## config.mk

```make
export PLATFORM = sky130hd
export DESIGN_NAME = booth_mul_top
export DESIGN_NICKNAME = d
export VERILOG_FILES = /design/src/logic/booth_mul_pkg.sv /design/src/logic/booth_mul_ctrl.sv /design/src/logic/booth_mul_datapath.sv /design/src/logic/booth_mul_top.sv /design/src/logic/booth_recoder.sv
export SDC_FILE = /design/constraint.sdc
export NUM_CORES = 2
export LEC_CHECK = 0
export ABC_CLOCK_PERIOD_IN_PS = 22200
export BUFFER_PORTS_ARGS = -buffer_cell sky130_fd_sc_hd__buf_2
export CAP_MARGIN = 5
export CORE_ASPECT_RATIO = 2
export CORE_MARGIN = 10
export CORE_UTILIZATION = 45
export CTS_CLUSTER_SIZE = 14
export DETAILED_ROUTE_END_ITERATION = 12
export GPL_TIMING_DRIVEN = 0
export SKIP_LAST_GASP = 1
export SYNTH_ARGS = -nofsm -noshare
export SYNTH_HDL_FRONTEND = slang
export SYNTH_SLANG_ARGS = --single-unit
```

## constraint.sdc

```tcl
create_clock -name clk -period 22.2 [get_ports clk]
set_clock_uncertainty 0.2 [all_clocks]
set_input_delay 2.22 -clock clk [delete_from_list [all_inputs] [get_ports clk]]
set_output_delay 2.22 -clock clk [all_outputs]
set_load 0.1 [all_outputs]
```

## src/logic/booth_mul_pkg.sv

```systemverilog
`default_nettype none

package booth_mul_pkg;

	// ******************************
	// operand signedness
	// ******************************

	// bit 1 multiplicand signed, bit 0 multiplier signed
	typedef logic [1:0] mul_sign_t;

	// bit positions inside mul_sign_t
	localparam int MCAND_SIGN_BIT  = 1;
	localparam int MPLIER_SIGN_BIT = 0;

	// ******************************
	// radix-4 booth digit
	// ******************************

	// top bit is the sign, low two bits the magnitude
	typedef enum logic [2:0] {
		BOOTH_ZERO = 3'b000,
		BOOTH_POS1 = 3'b001,
		BOOTH_POS2 = 3'b010,
		BOOTH_NEG1 = 3'b101,
		BOOTH_NEG2 = 3'b110
	} booth_op_t;

	// radix-4 steps to cover an extended operand, two bits per step
	function automatic int mul_steps(input int ext_width);
		return (ext_width + 1) / 2;
	endfunction

	// counter width able to hold the full-width step count
	function automatic int step_cnt_bits(input int xlen);
		return $clog2(mul_steps(xlen + 2) + 1);
	endfunction

endpackage

`default_nettype wire

```

## src/logic/booth_mul_ctrl.sv

```systemverilog
`timescale 1ns/100ps
`default_nettype none

module booth_mul_ctrl #(
	parameter int XLEN = 64
) (
	input  wire  clk,
	input  wire  rst,
	input  wire  mul_valid,
	input  wire  flush,
	input  wire  mulw,
	output logic mul_ready,
	output logic load,
	output logic step,
	output logic finish,
	output logic word
);
	import booth_mul_pkg::*;

	localparam int CNT_W = step_cnt_bits(XLEN);

	// step counts for full and half width, operand plus two guard bits
	localparam logic [CNT_W-1:0] STEPS_FULL = CNT_W'(mul_steps(XLEN + 2));
	localparam logic [CNT_W-1:0] STEPS_WORD = CNT_W'(mul_steps(XLEN / 2 + 2));

	typedef enum logic [1:0] {
		ST_IDLE,
		ST_BUSY,
		ST_FINISH
	} state_t;

	state_t           state;
	state_t           state_nx;
	// steps still to run
	logic [CNT_W-1:0] cnt;

	// ******************************
	// strobes
	// ******************************

	assign mul_ready = (state == ST_IDLE);
	// acceptance edge
	assign load      = mul_valid & mul_ready & ~flush;
	// flush kills the strobes in the same cycle
	assign step      = (state == ST_BUSY) & ~flush;
	assign finish    = (state == ST_FINISH) & ~flush;

	// ******************************
	// fsm
	// ******************************

	always_comb begin
		state_nx = state;
		case (state)
			ST_IDLE: begin
				if (load) begin
					state_nx = ST_BUSY;
				end
			end
			// last step runs on this edge
			ST_BUSY: begin
				if (cnt == CNT_W'(1)) begin
					state_nx = ST_FINISH;
				end
			end
			ST_FINISH: state_nx = ST_IDLE;
			default: state_nx = ST_IDLE;
		endcase
		// abort from anywhere
		if (flush) begin
			state_nx = ST_IDLE;
		end
	end

	always_ff @(posedge clk) begin
		if (rst) begin
			state <= ST_IDLE;
			cnt   <= '0;
			word  <= 1'b0;
		end else begin
			state <= state_nx;
			if (load) begin
				cnt  <= mulw ? STEPS_WORD : STEPS_FULL;
				word <= mulw;
			end else if (step) begin
				cnt <= cnt - CNT_W'(1);
			end
		end
	end

endmodule

`default_nettype wire

```

## src/logic/booth_mul_datapath.sv

```systemverilog
`timescale 1ns/100ps
`default_nettype none

module booth_mul_datapath #(
	parameter int XLEN = 64
) (
	input  wire                           clk,
	input  wire                           rst,
	input  wire                           load,
	input  wire                           step,
	input  wire                           finish,
	input  wire                           word,
	input  wire booth_mul_pkg::mul_sign_t mul_signed,
	input  wire                           mulw,
	input  wire [XLEN-1:0]                mulcand,
	input  wire [XLEN-1:0]                muler,
	output logic [XLEN-1:0]               result_hi,
	output logic [XLEN-1:0]               result_lo,
	output logic                          out_valid
);
	import booth_mul_pkg::*;

	// ******************************
	// widths
	// ******************************

	// word mode operand width
	localparam int HALF = XLEN / 2;
	// extended operand, two guard bits above the msb
	localparam int EW = XLEN + 2;
	// product width, all adds wrap modulo 2**PW
	localparam int PW = 2 * XLEN;
	// shift amount, reaches 2*steps after the last step
	localparam int SHW = $clog2(2 * mul_steps(EW) + 1);

	// sign or zero extension of the full or the low half operand
	function automatic logic [EW-1:0] ext_operand(
		input logic [XLEN-1:0] val,
		input logic            is_signed,
		input logic            half
	);
		logic fill;
		fill = is_signed & (half ? val[HALF-1] : val[XLEN-1]);
		if (half) begin
			return {{(EW-HALF){fill}}, val[HALF-1:0]};
		end
		return {{(EW-XLEN){fill}}, val};
	endfunction

	// held multiplicand
	logic [EW-1:0]  mcand_ext;
	// multiplier with the implied zero below bit 0
	logic [EW:0]    mplier_sr;
	// running sum of weighted partial products
	logic [PW-1:0]  acc;
	// bit weight of the current step
	logic [SHW-1:0] weight;

	// recoder outputs
	booth_op_t      op;
	logic [EW-1:0]  pp;
	logic           neg;

	// last digit applied, kept for waveform debug
	booth_op_t      last_op;

	// partial product with carry, moved to its weight
	logic [PW-1:0]  addend;

	// formatted results
	logic [XLEN-1:0] hi_fmt;
	logic [XLEN-1:0] lo_fmt;

	// ******************************
	// booth recoder
	// ******************************

	booth_recoder #(
		.WIDTH(EW)
	) recoder_i (
		.window    (mplier_sr[2:0]),
		.mcand_ext (mcand_ext),
		.op        (op),
		.pp        (pp),
		.neg       (neg)
	);

	// sign extend the partial product, fold in the carry, then shift
	// ~x + 1 at weight 2k equals -(x << 2k) modulo 2**PW
	assign addend = ({{(PW-EW){pp[EW-1]}}, pp} + PW'(neg)) << weight;

	// ******************************
	// operand load and steps
	// ******************************

	always_ff @(posedge clk) begin
		if (load) begin
			mcand_ext <= ext_operand(mulcand, mul_signed[MCAND_SIGN_BIT], mulw);
			mplier_sr <= {ext_operand(muler, mul_signed[MPLIER_SIGN_BIT], mulw), 1'b0};
			acc       <= '0;
			weight    <= '0;
			last_op   <= BOOTH_ZERO;
		end else if (step) begin
			acc       <= acc + addend;
			// next window, sign bits fill in from the top
			mplier_sr <= {{2{mplier_sr[EW]}}, mplier_sr[EW:2]};
			weight    <= weight + SHW'(2);
			last_op   <= op;
		end
	end

	// ******************************
	// result formatting
	// ******************************

	// word mode
	// lo: low half of the product, sign extended from its top bit
	// hi: upper half of the word product, carried with its own extension
	always_comb begin
		if (word) begin
			lo_fmt = {{(XLEN-HALF){acc[HALF-1]}}, acc[HALF-1:0]};
			hi_fmt = acc[XLEN+HALF-1:HALF];
		end else begin
			lo_fmt = acc[XLEN-1:0];
			hi_fmt = acc[PW-1:XLEN];
		end
	end

	// results hold until the next finish
	always_ff @(posedge clk) begin
		if (rst) begin
			result_hi <= '0;
			result_lo <= '0;
			out_valid <= 1'b0;
		end else begin
			// single cycle strobe
			out_valid <= finish;
			if (finish) begin
				result_hi <= hi_fmt;
				result_lo <= lo_fmt;
			end
		end
	end

endmodule

`default_nettype wire

```

## src/logic/booth_mul_top.sv

```systemverilog
`timescale 1ns/100ps
`default_nettype none

module booth_mul_top #(
	parameter int XLEN = 64
) (
	input  wire                           clk,
	input  wire                           rst,
	// operation request
	input  wire                           mul_valid,
	input  wire                           flush,
	input  wire                           mulw,
	input  wire booth_mul_pkg::mul_sign_t mul_signed,
	input  wire [XLEN-1:0]                mulcand,
	input  wire [XLEN-1:0]                muler,
	// status and result
	output wire                           mul_ready,
	output wire                           out_valid,
	output wire [XLEN-1:0]                result_hi,
	output wire [XLEN-1:0]                result_lo
);

	// ******************************
	// controller to datapath
	// ******************************

	// acceptance strobe
	wire load;
	// one per busy cycle
	wire step;
	// cycle after the last step
	wire finish;
	// mulw as latched at acceptance
	wire word;

	// ******************************
	// step controller
	// ******************************

	booth_mul_ctrl #(
		.XLEN(XLEN)
	) ctrl_i (
		.clk       (clk),
		.rst       (rst),
		.mul_valid (mul_valid),
		.flush     (flush),
		.mulw      (mulw),
		.mul_ready (mul_ready),
		.load      (load),
		.step      (step),
		.finish    (finish),
		.word      (word)
	);

	// ******************************
	// datapath with booth recoder
	// ******************************

	booth_mul_datapath #(
		.XLEN(XLEN)
	) datapath_i (
		.clk        (clk),
		.rst        (rst),
		.load       (load),
		.step       (step),
		.finish     (finish),
		.word       (word),
		.mul_signed (mul_signed),
		.mulw       (mulw),
		.mulcand    (mulcand),
		.muler      (muler),
		.result_hi  (result_hi),
		.result_lo  (result_lo),
		.out_valid  (out_valid)
	);

endmodule

`default_nettype wire

```

## src/logic/booth_recoder.sv

```systemverilog
`timescale 1ns/100ps
`default_nettype none

module booth_recoder #(
	parameter int WIDTH = 66
) (
	input  wire [2:0]                window,
	input  wire [WIDTH-1:0]          mcand_ext,
	output booth_mul_pkg::booth_op_t op,
	output logic [WIDTH-1:0]         pp,
	output logic                     neg
);
	import booth_mul_pkg::*;

	// magnitude selection before the optional inversion
	logic [WIDTH-1:0] sel;

	// ******************************
	// digit decode
	// ******************************

	// window is {b(2k+1), b(2k), b(2k-1)}
	always_comb begin
		case (window)
			3'b001,
			3'b010: op = BOOTH_POS1;
			3'b011: op = BOOTH_POS2;
			3'b100: op = BOOTH_NEG2;
			3'b101,
			3'b110: op = BOOTH_NEG1;
			// 000 and 111 both mean no add
			default: op = BOOTH_ZERO;
		endcase
	end

	// ******************************
	// partial product
	// ******************************

	always_comb begin
		case (op)
			BOOTH_POS1,
			BOOTH_NEG1: sel = mcand_ext;
			// x2, the extra top bit of mcand_ext absorbs the shift
			BOOTH_POS2,
			BOOTH_NEG2: sel = {mcand_ext[WIDTH-2:0], 1'b0};
			default: sel = '0;
		endcase
	end

	// negative digits: one's complement here, +1 comes in as neg
	always_comb begin
		neg = op[2];
		if (neg) begin
			pp = ~sel;
		end else begin
			pp = sel;
		end
	end

endmodule

`default_nettype wire
```

==> impl_metrics.csv <==
group,metric,value,unit
logic_synthesis,yosys.cell_types.count,96,
worst_setup_path,worst-path-stages,39,
logic_synthesis,post_synth_mux_area_share,0.0716,
sta,timing.final.max_slew_violations,5,
floorplan,floorplan.rows,140,
logic_synthesis,synth_edf_count,131,
logic_synthesis,synth_ff_type,"dfxtp_1",
logic_synthesis,simple_gate_fraction_of_synth_area,0.193,
floorplan,design.die.area,84800,µm²
drt,detail_route.iter0.violations,2855,
power_and_ir_drop,power_density,80.3,nW/µm²
cells_and_area,finalInstanceArea,36800,µm²
worst_setup_path,worst_reg2reg_path_length_in_cells,39,
clock_network,cts_tree,"done",
worst_setup_path,critical-path-max-stage-delay,1050,ps
global_routing,globalRouteOverflowTotal,0,
worst_setup_path,critical-path-top-delay-family,"compound AO/OA/AOI/OAI gates",
logic_synthesis,synth.top_cell.area_share,0.167,
sta,max_clock_freq,0.0596,GHz
sta,final_count_of_negative_setup_slack_endpoints,0,
drt,detail_route.first_pass.iterations,9,
cells_and_area,area_occupied_by_multi_input_gates,21700,µm²
global_routing,grt_antenna_before_repair,16,
global_routing,grt_pass1_vias,36400,
drt,drcViolationCount,0,
worst_setup_path,startpoint,"datapath_i.mplier_sr[2]",
power_and_ir_drop,max-vdd-ir-drop,0.0718,mV
drt,route.detailed.wl_per_inst,33.1,µm
worst_setup_path,required_time_of_the_worst_setup_path,22530,ps
drt,aggregate_routed_wire_length,182,mm
logic_synthesis,net_count_after_synthesis,4478,
logic_synthesis,synth_async_sr_flop_share,0,
sta,period_utilization,0.756,
cells_and_area,drive_gt1_frac,0.105,
logic_synthesis,synthCells,4210,
worst_setup_path,crit_buf_inv,12,
global_routing,grt_first_pass_wirelength,259,mm
logic_synthesis,register_bit_total_from_synthesis,404,
placement,routabilityCongestion,1.08,
clock_network,clkSlewWorstSetupHoldPaths,70,ps
placement,dpl.cell_count,5398,
cells_and_area,stdcell_count,5487,
worst_setup_path,crit_path_end_kind,"flip-flop",
run,drv_cap,1,
logic_synthesis,postSynthAreaPerCell,7.79,µm²
worst_setup_path,crit_type,"flip-flop to flip-flop",
cells_and_area,area.sequential,9400,µm²
clock_network,root_buffer_selected_by_cts,"clkbuf_16",
clock_network,cts_hold_buffers,0,
worst_setup_path,worstPathArrival,17110,ps
worst_setup_path,critPathMostFrequentCell,"buf_2",
clock_network,cts_max_level,2,
worst_setup_path,reg2reg_slack,5420,ps
run_status,violations,"max-capacitance violations, max-slew violations",
worst_setup_path,critPathCapture,"datapath_i.acc[126]",
placement,placed_area,35300,µm²
logic_synthesis,post_synth_xor_area_fraction,0.0672,
drt,vias,36100,
logic_synthesis,yosysSeqAreaShare,0.286,
global_routing,grt.total_usage,0.423,
clock_network,cts_setup_buffers,0,
cells_and_area,layout.nets,4793,
clock_network,clock_latency,650,ps
sta,rsz0062_at_grt,"false",
cells_and_area,final.fill_count,7340,
clock_network,clock_path_buffers,3,
cells_and_area,areaGrowthSynthToFinish,12.2,%
logic_synthesis,synth_area_leaders,"dfxtp_1, edfxtp_1, o21ai_0, nand2_1, a21oi_1",
logic_synthesis,synth-adder-area-share,0.0509,
drt,route.antenna.remaining_nets,0,
placement,detailedPlacementHpwl,145,mm
run_status,outcome,"finished, violations left",
worst_setup_path,worst-path-max-fanout,10,
sta,tightestPinTransition,1570,ps
sta,min_period,16780,ps
logic_synthesis,synth_compound_area_frac,0.277,
global_routing,maximum_number_of_pins_on_one_net_before_global_route_repair,67,
logic_synthesis,synthesis.area,32800,µm²
floorplan,ioPinCount,265,
floorplan,floorplan.die.width,211,µm
sta,tns,0,ps
worst_setup_path,worst_path_max_delay_cell,"nor4_1",
worst_hold_path,min-delay-path-class,"flip-flop to flip-flop",
sta,timing_hold_violations_final,0,
logic_synthesis,synth_top_family_by_area,"compound AO/OA/AOI/OAI gates",
clock_network,number_of_cts_inserted_buffers,40,
power_and_ir_drop,post-layout-total-power,2.96,mW
worst_setup_path,rr_startpoint,"datapath_i.mplier_sr[2]",
floorplan,core_region_area,72500,µm²
clock_network,post_cts_resized,0,
clock_network,numClockSinks,404,
placement,portBuffers,262,
floorplan,start_util,0.453,
worst_setup_path,timing.rr.end,"datapath_i.acc[126]",
worst_setup_path,crit_path_start_kind,"flip-flop",
sta,slew_headroom,-0.0492,
power_and_ir_drop,p_leak,14.6,nW
floorplan,chipHeight,402,µm
logic_synthesis,synth_warnings,0,
drt,drt-vias-per-instance,6.58,
logic_synthesis,post_synth_top_area_cell,"dfxtp_1",
[final cells by class]
class | instances | area share
diodes | 12 | 0.000816
plain buffers | 331 | 0.0355
clock buffers | 53 | 0.0305
clock inverters | 16 | 0.00547
inverters | 116 | 0.0118
multi-input cells | 3359 | 0.590
flip-flops and latches | 404 | 0.255
well taps | 923 | 0.0314
repair buffers | 273 | 0.0394
[synth_stat cells (all sizes together) (15+ instances only)]
| cell | instances |
|---|---|
| a211oi | 143 |
| a21boi | 15 |
| a21o | 95 |
| a21oi | 349 |
| a221o | 19 |
| a221oi | 40 |
| a22o | 70 |
| a22oi | 27 |
| a31oi | 27 |
| and2 | 36 |
| and3 | 17 |
| buf | 83 |
| clkbuf | 248 |
| dfxtp | 273 |
| edfxtp | 131 |
| ha | 132 |
| inv | 116 |
| mux2 | 40 |
| mux2i | 167 |
| nand2 | 467 |
| nand2b | 25 |
| nand3 | 59 |
| nand4 | 70 |
| nor2 | 409 |
| nor3 | 69 |
| nor3b | 19 |
| nor4 | 30 |
| o211ai | 23 |
| o21a | 17 |
| o21ai | 388 |
| o21bai | 39 |
| o221ai | 21 |
| o22ai | 33 |
| o31ai | 15 |
| or3 | 28 |
| xnor2 | 120 |
| xor2 | 131 |
[flip-flops by register name, indices dropped and copies added (netlist names)]
register / count
ctrl_i.cnt: 6
ctrl_i.state: 2
ctrl_i.word: 1
datapath_i.acc: 128
datapath_i.mcand_ext: 65
datapath_i.mplier_sr: 67
datapath_i.out_valid: 1
datapath_i.result_hi: 64
datapath_i.result_lo: 64
datapath_i.weight: 6
[where the power goes]
part	switching [mW]	internal [mW]
logic	0.909	0.395
clock network	0.337	0.385
registers	0.107	0.824
total	1.35	1.60
[worst min path at each step]
stage                     cells past startpoint                     start                  endpoint
final                                         2  datapath_i.result_lo[23]  datapath_i.result_lo[23]
after CTS                                     2  datapath_i.result_lo[17]  datapath_i.result_lo[17]
after detailed placement                      2  datapath_i.result_lo[17]  datapath_i.result_lo[17]
after global routing                          2  datapath_i.result_lo[10]  datapath_i.result_lo[10]
after floorplan                               2             ctrl_i.cnt[4]             ctrl_i.cnt[4]
after global placement                        2  datapath_i.result_lo[17]  datapath_i.result_lo[17]
[cells by family after synthesis]
kind of cell               count (synthesis)
buffers and inverters                    447
muxes                                    217
AOI/OAI and AO/OA                       1415
DFF                                      404
xor gates and xnor gates                 251
and+or+nand+nor                         1343
adders and majority gates                133
[worst reg2reg max path, delay by kind of cell, from the launching register on]
kind / cells / cell delay, ps
AND/OR/NAND/NOR: 10 / 4230
AO/OA/AOI/OAI: 11 / 5440
multiplexers: 2 / 500
buffers and inverters: 12 / 4600
XOR/XNOR: 1 / 180
flip-flops: 1 / 620
adder cells (fa/ha/maj): 3 / 900
[metrics by stage]
stage                     utilization  setup WS (ps)  hold slack [ps]
after global routing            0.507           5360              268
after floorplan                     -          13040              245
after detailed placement        0.487           7020              243
after global placement          0.487           7040              240
after CTS                       0.506           6990              252
final                           0.508           5420              251
[metal layers]
| metal | up-vias | GRT usage | share of wire |
|---|---|---|---|
| met3 | 1045 | 0.119 | 0.071 |
| met4 | 8 | 0.499 | 0.14 |
| li1 | 16100 | - | - |
| met2 | 2074 | 0.727 | 0.49 |
| met1 | 16800 | 0.360 | 0.30 |
| met5 | - | 0.00175 | 0.00027 |
[placed cells by master, fill, tap and decap left out, drive strengths merged, types with 40 or more instances in the layout]
cell    instances
inv           121
edfxtp        131
nand2         467
buf           356
nor3           69
mux2           40
a211oi        143
xor2          131
ha            132
nand4          70
o21ai         388
dfxtp         273
a21oi         349
clkbuf        301
nand3          59
nor2          409
mux2i         167
a21o           95
a221oi         40
a22o           70
xnor2         120
Note: power is estimated with default switching activity, not from simulation.
